### src/logic/frame_buffer_pkg.sv
`default_nettype none

// frame buffer memory layout and slot timing
package frame_buffer_pkg;

   ////////////////////
   // pixel and word packing

   localparam int PIXEL_BITS      = 8;
   localparam int PIXELS_PER_WORD = 4;
   localparam int WORD_BITS       = 36;
   // top bits of a word are parity, written as zero
   localparam int PARITY_BITS     = WORD_BITS - PIXEL_BITS * PIXELS_PER_WORD;

   // one line of 16 pixels is 4 words, 8 lines per frame
   localparam int WORDS_PER_LINE  = 4;
   localparam int FRAME_WORDS     = 32;

   ////////////////////
   // memory slots within a group of four pixel clocks

   localparam int PHASE_BITS = $clog2(PIXELS_PER_WORD);
   typedef logic [PHASE_BITS-1:0] phase_t;

   localparam phase_t READ_PHASE   = phase_t'(0);
   localparam phase_t WRITE_PHASE  = phase_t'(2);
   // cycles from address to data, as on the ZBT part
   localparam int     READ_LATENCY = 2;

   // pixel k of a word sits in bits 8k+7 down to 8k
   typedef logic [PIXEL_BITS-1:0]           pixel_t;
   typedef logic [WORD_BITS-1:0]            mem_word_t;
   typedef logic [$clog2(FRAME_WORDS)-1:0]  mem_addr_t;

endpackage

`default_nettype wire

### src/logic/video_timing_pkg.sv
`default_nettype none

// raster geometry for the display side
// sizes shrunk so a whole frame fits in a short simulation
package video_timing_pkg;

   ////////////////////
   // visible area and full raster

   localparam int H_ACTIVE = 16;
   localparam int H_TOTAL  = 24;
   localparam int V_ACTIVE = 8;
   localparam int V_TOTAL  = 10;

   ////////////////////
   // sync placement

   // hsync covers columns HSYNC_START up to HSYNC_END-1
   localparam int HSYNC_START = 18;
   localparam int HSYNC_END   = 21;
   // one vsync line inside vertical blanking
   localparam int VSYNC_LINE  = 9;

   ////////////////////
   // count types

   // wide enough for the full raster, blanking included
   typedef logic [$clog2(H_TOTAL)-1:0] hcount_t;
   typedef logic [$clog2(V_TOTAL)-1:0] vcount_t;

endpackage

`default_nettype wire

### src/logic/frame_write_if.sv
`timescale 1ns/1ps
`default_nettype none

// one pending memory write from the packer
// addr and data hold still while valid is up and taken is low
interface frame_write_if
   import frame_buffer_pkg::*;
();

   mem_addr_t addr;
   mem_word_t data;
   logic      valid;
   // one-cycle pulse in the write slot that consumed the word
   logic      taken;

   modport writer (
      output addr, data, valid,
      input  taken
   );

   modport store (
      input  addr, data, valid,
      output taken
   );

endinterface

`default_nettype wire

### src/logic/raster_if.sv
`timescale 1ns/1ps
`default_nettype none

// raster state as produced by the timing generator
// consumers see counts plus registered sync and blank
interface raster_if
   import video_timing_pkg::*;
();

   hcount_t hcount;
   vcount_t vcount;
   logic    hsync;
   logic    vsync;
   // high outside the visible area
   logic    blank;

   modport source (
      output hcount, vcount, hsync, vsync, blank
   );

   // frame_store only looks at the low hcount bits
   modport sink (
      input  hcount, vcount, hsync, vsync, blank
   );

endinterface

`default_nettype wire

### src/logic/frame_store.sv
`timescale 1ns/1ps
`default_nettype none

// frame memory with a ZBT-like slotted port
// one shared address, read slot and write slot taken from hcount
module frame_store
   import frame_buffer_pkg::*;
(
   input wire            clk,
   input wire            rst_n,
   raster_if.sink        raster,
   frame_write_if.store  wr,
   input wire mem_addr_t rd_addr,
   output mem_word_t     rd_data
);

   mem_word_t mem [FRAME_WORDS];

   phase_t    phase;
   logic      rd_slot;
   logic      wr_slot;
   mem_addr_t mem_addr;
   // first pipeline stage holds the read address
   mem_addr_t rd_addr_q;
   logic      rd_issue_q;

   ////////////////////
   // slot decode

   assign phase   = raster.hcount[PHASE_BITS-1:0];
   assign rd_slot = (phase == READ_PHASE);
   assign wr_slot = (phase == WRITE_PHASE);

   // single address bus, write address in the write slot
   assign mem_addr = wr_slot ? wr.addr : rd_addr;

   // a pending word goes in at the first write slot it sees
   assign wr.taken = wr_slot && wr.valid;

   ////////////////////
   // read pipeline control

   always_ff @(posedge clk or negedge rst_n)
   begin
      if (!rst_n)
         rd_issue_q <= 1'b0;
      else
         rd_issue_q <= rd_slot;
   end

   ////////////////////
   // memory array

   // data comes out two cycles after the read slot
   // and holds until the next read lands
   always_ff @(posedge clk)
   begin
      if (wr.taken)
         mem[mem_addr] <= wr.data;
      if (rd_slot)
         rd_addr_q <= mem_addr;
      if (rd_issue_q)
         rd_data <= mem[rd_addr_q];
   end

   // a write only lands in the slot where the read data of the group arrives
   write_slot_only: assert property (@(posedge clk) disable iff (!rst_n)
      wr.taken |-> $past(rd_slot, READ_LATENCY));

endmodule

`default_nettype wire

### src/logic/pixel_packer.sv
`timescale 1ns/1ps
`default_nettype none

// four-phase pixel intake, four pixels per memory word
// keeps one finished word pending plus one word being filled
module pixel_packer
   import frame_buffer_pkg::*;
(
   input wire           clk,
   input wire           rst_n,
   input wire           pix_req,
   input wire pixel_t   pix_data,
   input wire           pix_start,
   output logic         pix_ack,
   frame_write_if.writer wr
);

   localparam int FILL_BITS = $clog2(PIXELS_PER_WORD);

   // first three pixels of the word in progress, oldest at index 0
   pixel_t [PIXELS_PER_WORD-2:0] part_q;
   logic [FILL_BITS-1:0]         fill_q;
   logic [FILL_BITS-1:0]         fill_eff;
   mem_addr_t                    next_addr_q;
   mem_addr_t                    addr_eff;
   logic                         valid_q;
   logic                         last_pix;
   logic                         stall;
   logic                         accept;

   ////////////////////
   // acceptance

   // a start pixel drops the partial word and begins at address 0
   assign fill_eff = pix_start ? '0 : fill_q;
   assign addr_eff = pix_start ? '0 : next_addr_q;
   assign last_pix = (fill_eff == FILL_BITS'(PIXELS_PER_WORD - 1));
   // the word can only complete once the pending one is gone
   assign stall    = last_pix && valid_q && !wr.taken;
   assign accept   = pix_req && !pix_ack && !stall;
   assign wr.valid = valid_q;

   // ack rises on store and drops only after req has dropped
   always_ff @(posedge clk or negedge rst_n)
   begin
      if (!rst_n)
         pix_ack <= 1'b0;
      else if (accept)
         pix_ack <= 1'b1;
      else if (!pix_req)
         pix_ack <= 1'b0;
   end

   ////////////////////
   // fill count, write address and pending flag

   always_ff @(posedge clk or negedge rst_n)
   begin
      if (!rst_n)
      begin
         fill_q      <= '0;
         next_addr_q <= '0;
         valid_q     <= 1'b0;
      end
      else
      begin
         if (wr.taken)
            valid_q <= 1'b0;
         if (accept)
         begin
            if (last_pix)
            begin
               fill_q  <= '0;
               valid_q <= 1'b1;
               // address wraps at the end of the frame
               if (addr_eff == mem_addr_t'(FRAME_WORDS - 1))
                  next_addr_q <= '0;
               else
                  next_addr_q <= addr_eff + 1'b1;
            end
            else
            begin
               fill_q      <= fill_eff + 1'b1;
               next_addr_q <= addr_eff;
            end
         end
      end
   end

   ////////////////////
   // payload

   // new pixels enter at the top and older ones move down
   always_ff @(posedge clk)
   begin
      if (accept)
      begin
         part_q <= {pix_data, part_q[PIXELS_PER_WORD-2:1]};
         if (last_pix)
         begin
            wr.addr <= addr_eff;
            wr.data <= {{PARITY_BITS{1'b0}}, pix_data, part_q};
         end
      end
   end

   // four-phase rule seen from the source side
   // req stays up until the pixel has been acknowledged
   req_held: assert property (@(posedge clk) disable iff (!rst_n)
      (pix_req && !pix_ack) |=> pix_req);

   // the store may see a pending word over several slots
   pending_stable: assert property (@(posedge clk) disable iff (!rst_n)
      (wr.valid && !wr.taken) |=> (wr.valid && $stable(wr.addr) && $stable(wr.data)));

endmodule

`default_nettype wire

### src/logic/raster_timing.sv
`timescale 1ns/1ps
`default_nettype none

// horizontal and vertical counters with sync and blank
// all outputs registered so they line up with the counts
module raster_timing
   import video_timing_pkg::*;
(
   input wire       clk,
   input wire       rst_n,
   raster_if.source raster
);

   hcount_t h_next;
   vcount_t v_next;

   ////////////////////
   // next position in the raster

   always_comb
   begin
      h_next = raster.hcount + 1'b1;
      v_next = raster.vcount;
      // end of line wraps the column and steps the line
      if (raster.hcount == hcount_t'(H_TOTAL - 1))
      begin
         h_next = '0;
         if (raster.vcount == vcount_t'(V_TOTAL - 1))
            v_next = '0;
         else
            v_next = raster.vcount + 1'b1;
      end
   end

   ////////////////////
   // state registers

   // sync and blank computed from the next position
   // so they belong to the same cycle as the counts
   always_ff @(posedge clk or negedge rst_n)
   begin
      if (!rst_n)
      begin
         raster.hcount <= '0;
         raster.vcount <= '0;
         raster.hsync  <= 1'b0;
         raster.vsync  <= 1'b0;
         // column 0 of line 0 is visible
         raster.blank  <= 1'b0;
      end
      else
      begin
         raster.hcount <= h_next;
         raster.vcount <= v_next;
         raster.hsync  <= (h_next >= hcount_t'(HSYNC_START)) &&
                          (h_next < hcount_t'(HSYNC_END));
         raster.vsync  <= (v_next == vcount_t'(VSYNC_LINE));
         raster.blank  <= (h_next >= hcount_t'(H_ACTIVE)) ||
                          (v_next >= vcount_t'(V_ACTIVE));
      end
   end

   // slot phases downstream rely on the count staying inside the line
   hcount_range: assert property (@(posedge clk) disable iff (!rst_n)
      raster.hcount < hcount_t'(H_TOTAL));

endmodule

`default_nettype wire

### src/logic/scan_reader.sv
`timescale 1ns/1ps
`default_nettype none

// display side of the buffer
// prefetches one word per group and unpacks it byte by byte
module scan_reader
   import video_timing_pkg::*;
   import frame_buffer_pkg::*;
(
   input wire            clk,
   input wire            rst_n,
   raster_if.sink        raster,
   output mem_addr_t     rd_addr,
   input wire mem_word_t rd_data,
   output pixel_t        pix_out,
   output logic          hsync_out,
   output logic          vsync_out,
   output logic          blank_out
);

   localparam int GROUP_BITS = $bits(hcount_t) - PHASE_BITS;
   localparam int GROUPS     = H_TOTAL / PIXELS_PER_WORD;
   // read data settles after the latency, buffer takes it on the last cycle
   localparam phase_t LOAD_PHASE = phase_t'(READ_PHASE + READ_LATENCY + 1);

   logic [GROUP_BITS-1:0] group;
   phase_t                phase;
   mem_addr_t             line_sel;
   mem_addr_t             word_sel;
   mem_word_t             shift_q;

   assign group = raster.hcount[$bits(hcount_t)-1:PHASE_BITS];
   assign phase = raster.hcount[PHASE_BITS-1:0];

   ////////////////////
   // prefetch address

   // word for the next group, line times four plus group
   always_comb
   begin
      if (group == GROUP_BITS'(GROUPS - 1))
      begin
         // last blanking group fetches the start of the next line
         word_sel = '0;
         if (raster.vcount >= vcount_t'(V_ACTIVE - 1))
            line_sel = '0;
         else
            line_sel = mem_addr_t'(raster.vcount + 1'b1);
      end
      else
      begin
         word_sel = mem_addr_t'(group) + 1'b1;
         line_sel = mem_addr_t'(raster.vcount);
      end
   end

   assign rd_addr = mem_addr_t'(line_sel * WORDS_PER_LINE + word_sel);

   ////////////////////
   // unpacking

   // low byte is always the pixel of the current column
   always_ff @(posedge clk)
   begin
      if (phase == LOAD_PHASE)
         shift_q <= rd_data;
      else
         shift_q <= shift_q >> PIXEL_BITS;
   end

   // one register stage for pixel, sync and blank alike
   always_ff @(posedge clk or negedge rst_n)
   begin
      if (!rst_n)
      begin
         pix_out   <= '0;
         hsync_out <= 1'b0;
         vsync_out <= 1'b0;
         blank_out <= 1'b1;
      end
      else
      begin
         pix_out   <= shift_q[PIXEL_BITS-1:0];
         hsync_out <= raster.hsync;
         vsync_out <= raster.vsync;
         blank_out <= raster.blank;
      end
   end

endmodule

`default_nettype wire

### src/logic/video_frame_top.sv
`timescale 1ns/1ps
`default_nettype none

// frame buffer top level
// pixel handshake in, raster-ordered pixels with sync out
module video_frame_top
   import frame_buffer_pkg::*;
(
   input wire          clk,
   input wire          rst_n,
   input wire          pix_req,
   input wire pixel_t  pix_data,
   input wire          pix_start,
   output logic        pix_ack,
   output pixel_t      pix_out,
   output logic        hsync_out,
   output logic        vsync_out,
   output logic        blank_out
);

   // read path between reader and memory
   mem_addr_t rd_addr;
   mem_word_t rd_data;

   raster_if      raster ();
   frame_write_if wr ();

   ////////////////////
   // instances

   raster_timing raster_timing_inst (
      .clk    (clk),
      .rst_n  (rst_n),
      .raster (raster.source)
   );

   pixel_packer pixel_packer_inst (
      .clk       (clk),
      .rst_n     (rst_n),
      .pix_req   (pix_req),
      .pix_data  (pix_data),
      .pix_start (pix_start),
      .pix_ack   (pix_ack),
      .wr        (wr.writer)
   );

   frame_store frame_store_inst (
      .clk     (clk),
      .rst_n   (rst_n),
      .raster  (raster.sink),
      .wr      (wr.store),
      .rd_addr (rd_addr),
      .rd_data (rd_data)
   );

   scan_reader scan_reader_inst (
      .clk       (clk),
      .rst_n     (rst_n),
      .raster    (raster.sink),
      .rd_addr   (rd_addr),
      .rd_data   (rd_data),
      .pix_out   (pix_out),
      .hsync_out (hsync_out),
      .vsync_out (vsync_out),
      .blank_out (blank_out)
   );

endmodule

`default_nettype wire

### config.mk
export PLATFORM = sky130hd
export DESIGN_NAME = video_frame_top
export DESIGN_NICKNAME = d
export VERILOG_FILES = /design/src/logic/frame_buffer_pkg.sv /design/src/logic/video_timing_pkg.sv /design/src/logic/frame_write_if.sv /design/src/logic/raster_if.sv /design/src/logic/frame_store.sv /design/src/logic/pixel_packer.sv /design/src/logic/raster_timing.sv /design/src/logic/scan_reader.sv /design/src/logic/video_frame_top.sv
export SDC_FILE = /design/constraint.sdc
export NUM_CORES = 1
export LEC_CHECK = 0
export BUFFER_PORTS_ARGS = -buffer_cell sky130_fd_sc_hd__buf_2
export CORE_MARGIN = 1.5
export CORE_UTILIZATION = 26
export CTS_CLUSTER_SIZE = 8
export DETAILED_ROUTE_END_ITERATION = 10
export SLEW_MARGIN = 20
export SYNTH_ARGS = -nofsm -noshare
export SYNTH_HDL_FRONTEND = slang
export SYNTH_SLANG_ARGS = --single-unit
export TNS_END_PERCENT = 5
### constraint.sdc
create_clock -name clk -period 4.25 [get_ports clk]
set_input_delay 0.425 -clock clk [delete_from_list [all_inputs] [get_ports clk]]
set_output_delay 0.425 -clock clk [all_outputs]
set_load 0.02 [all_outputs]
==> results_dict.tcl <==
set metrics [dict create \
    crit_slowest_cell "nor2_4" \
    numClockSinks 1187 \
    synth_seq_cells 1187 \
    area_growth_pct 18.2 \
    fp.dieW_um 420 \
    drive_gt1_share_pct 13.4 \
    synth_area_leaders "edfxtp_1, mux2i_1, dfrtp_1" \
    first_global_vias 23300 \
    clk_pin_slew_ns 0.05 \
    dpl.hpwl_mm 63.9 \
    coreArea_um2 172000 \
    critPathTopFamily "simple AND/OR/NAND/NOR gates" \
    ys_seq_area_share_pct 77.7 \
    synth_top_area_cell "edfxtp_1" \
    cp.arrival_ns 3.41 \
    first_iter_violations 1985 \
    rows 152 \
    grt_remaining_overflow 0 \
    insertion_delay_ns 0.76 \
    grt_pass1_wl_mm 157 \
    criticalPathCategory "flop to flop" \
    grt_max_degree 122 \
    min_period_ns 2.96 \
    whs_endpoint "pixel_packer_inst.next_addr_q[3]" \
    period_share_pct 69.8 \
    port_buffers 23 \
    fin_hold_ws_ns 0.153 \
    firstDrtPassIters 6 \
    cp_num_buf_inv 2 \
    cp.required_ns 4.70 \
    drt_wl_total_mm 106 \
    synth_cell_types 48 \
    clock_skew_ns 0.0271 \
    worstMarginPinSlew_ns 1.12 \
    r2r_cells 6 \
    slew_headroom_pct 25.2 \
    syn_area_um2 45200 \
    postRouteAntennaNets 0 \
    crit_path_max_fanout 23 \
    tns_ns 0 \
    clk_path_buf_depth 3 \
    routed-wl-met3_mm 4.48 \
    gp_congestion 0.772 \
    rsz0062_at_grt "false" \
    p_total_mw 24.8 \
    vias 23000 \
    drv_slew 0 \
    grt_usage_pct 11.9 \
    cp-start-kind "flop" \
    synth_cells 2545 \
    wl_met1_mm 46.8 \
    n_antenna_cell 0 \
    met2_wirelength_mm 51.8 \
    hold_violations 0 \
    cts_tree "built" \
    min_from "pix_start" \
    setup_viol 0 \
    cts_buffers 167 \
    cts-root-buf "clkbuf_16" \
    ys_warn_count 0 \
    die_area_um2 177000 \
    hold_path.class "input pin to flop" \
    nFillCells 16700 \
    avgSynthCellArea_um2 17.8 \
    start_util_pct 26.3 \
    max_freq_mhz 337 \
    vias_per_cell 4.51 \
    path_depth 6 \
    ys.flop_type "edfxtp_1" \
    slowest_delay_ns 0.77 \
    syn-num-nets 2567 \
    r2r_slack_ns 1.29 \
    highest_layer "met4" \
    irDropWorstVdd_v 0.000295 \
    crit_chain "inv_1 -> ha_1 -> nand2_1 -> or2_2 -> nor2_4 -> buf_4" \
    fin_util_pct 31.0 \
    p_leak_nw 16.2 \
    drt-wirelength-per-cell_um 20.8 \
    synth_edf_count 1122 \
    synth_top_area_share_pct 74.5 \
    p_per_area_nw_per_um2 463 \
    num-nets-final 2727 \
    status "finished, final reports clean" \
    reg2reg_to "frame_store_inst.mem[5][24]" \
    antenna_found_initial 2 \
    max_cap_violations 0 \
    dieHeight_um 420 \
    post-route-drc-count 0 \
    cts_htree_levels 4 \
    r2r_start "raster_timing_inst.raster.hcount[0]" \
    ios 24 \
    cp-end-kind "flop" \
    async_flop_share_pct 2.78 \
    hold_depth 3 \
]
## layout make-up
class / instances / area [µm²] / area share [%]
clock buffers: 244 / 4550 / 8.51
clock inverters: 12 / 123 / 0.229
inverters: 11 / 41.3 / 0.0772
multi-input cells: 1211 / 9610 / 18.0
flip-flops and latches: 1187 / 35200 / 65.7
well taps: 2310 / 2890 / 5.40
repair buffers: 127 / 1100 / 2.06
## worst max-delay path by stage
stage,start,slack (ns),end
after global routing,raster_timing_inst.raster.hcount[0],1.06,frame_store_inst.mem[5][24]
after floorplan,pix_start,0.90,pixel_packer_inst.wr.addr[0]
after detailed placement,raster_timing_inst.raster.hcount[0],1.21,frame_store_inst.mem[5][29]
after global placement,raster_timing_inst.raster.hcount[0],1.21,frame_store_inst.mem[5][26]
after CTS,raster_timing_inst.raster.hcount[0],1.19,frame_store_inst.mem[5][18]
final,raster_timing_inst.raster.hcount[0],1.29,frame_store_inst.mem[5][24]
## what timing repair did
action,4_1_cts,5_1_grt
resized for setup,0,0
hold endpoints to repair,49,0
setup endpoints to repair,0,0
hold buffers,10,0
setup buffers,0,0
## sequential cells by signal (all words and copies together), names as in the netlist
signal / count
scan_reader_inst.hsync_out: 1
pixel_packer_inst.pix_ack: 1
pixel_packer_inst.wr.valid: 1
pixel_packer_inst.wr.addr: 5
frame_store_inst.rd_addr_q: 5
raster_timing_inst.raster.hsync: 1
pixel_packer_inst.next_addr_q: 5
raster_timing_inst.raster.vsync: 1
raster_timing_inst.raster.blank: 1
pixel_packer_inst.part_q: 24
raster_timing_inst.raster.vcount: 4
scan_reader_inst.blank_out: 1
scan_reader_inst.vsync_out: 1
scan_reader_inst.pix_out: 8
frame_store_inst.rd_data: 32
scan_reader_inst.shift_q: 32
pixel_packer_inst.wr.data: 32
raster_timing_inst.raster.hcount: 5
frame_store_inst.rd_issue_q: 1
frame_store_inst.mem: 1024
pixel_packer_inst.fill_q: 2
## worst reg2reg max path, delay by kind of cell, from the launching register on
family,cells,cell delay (ns)
adder cells (fa/ha/maj),1,0.39
buffers and inverters,2,0.46
flip-flops,1,0.42
AND/OR/NAND/NOR,3,1.40
## cells by family (layout without fill, tap and decap cells)
family / after synthesis / count (layout) / share of synthesized area (%)
AOI/OAI and AO/OA: 316 / 316 / 4.72
xor gates and xnor gates: 3 / 3 / 0.0581
adders and majority gates: 10 / 10 / 0.293
buffers and inverters: 147 / 394 / 1.67
DFF: 1187 / 1187 / 77.7
muxes: 542 / 542 / 12.1
and+or+nand+nor: 340 / 340 / 3.48
## per-stage QoR
stage | instances | instance area (µm²) | worst slack (ns)
after floorplan | 2545 | 45200 | 0.904
after global placement | 4832 | 48600 | 1.21
after detailed placement | 4833 | 48700 | 1.21
after CTS | 5099 | 53400 | 1.19
after global routing | 5102 | 53500 | 1.06
final | 5102 | 53500 | 1.29
## routing by layer
layer | up-vias | track usage (%)
met1 | 11900 | 15.7
met4 | 0 | 4.35
met5 | - | 0
met2 | 566 | 19.7
met3 | 186 | 1.98
li1 | 10300 | -
## report_power, final
part / total, mW / switching, mW / internal [mW]
Combinational: 0.0934 / 0.0690 / 0.0245
Sequential: 12.7 / 0.0211 / 12.7
Clock: 12.0 / 4.68 / 7.29
## cell usage after synthesis (2+ instances only)
cell type     n
edfxtp_1   1122
mux2i_1     514
nand2_1     118
a21oi_1     102
nand3_1     102
a22oi_1      96
a22o_1       66
clkbuf_1     52
nor2_1       43
nor3_1       35
a31oi_1      32
dfrtp_1      32
dfxtp_1      32
buf_2        30
buf_4        30
mux2_2       27
buf_1        17
nor2b_1      12
inv_1        11
and2_1       10
o21ai_0      10
ha_1          9
buf_6         7
nand3b_1      4
and3_1        3
nand2b_1      3
a21o_1        2
nand4_1       2
or2_2         2
xor2_1        2
## layout by cell type, fill, tap and decap left out, drive strengths merged, types with 32 or more instances in the layout
cell type  instances
a21oi            102
a22o              66
a22oi             96
a31oi             32
buf              117
clkbuf           244
dfrtp             32
dfxtp             32
edfxtp          1122
mux2i            514
nand2            118
nand3            102
nor2              43
nor3              35
Note: power is estimated with default switching activity, not from simulation.
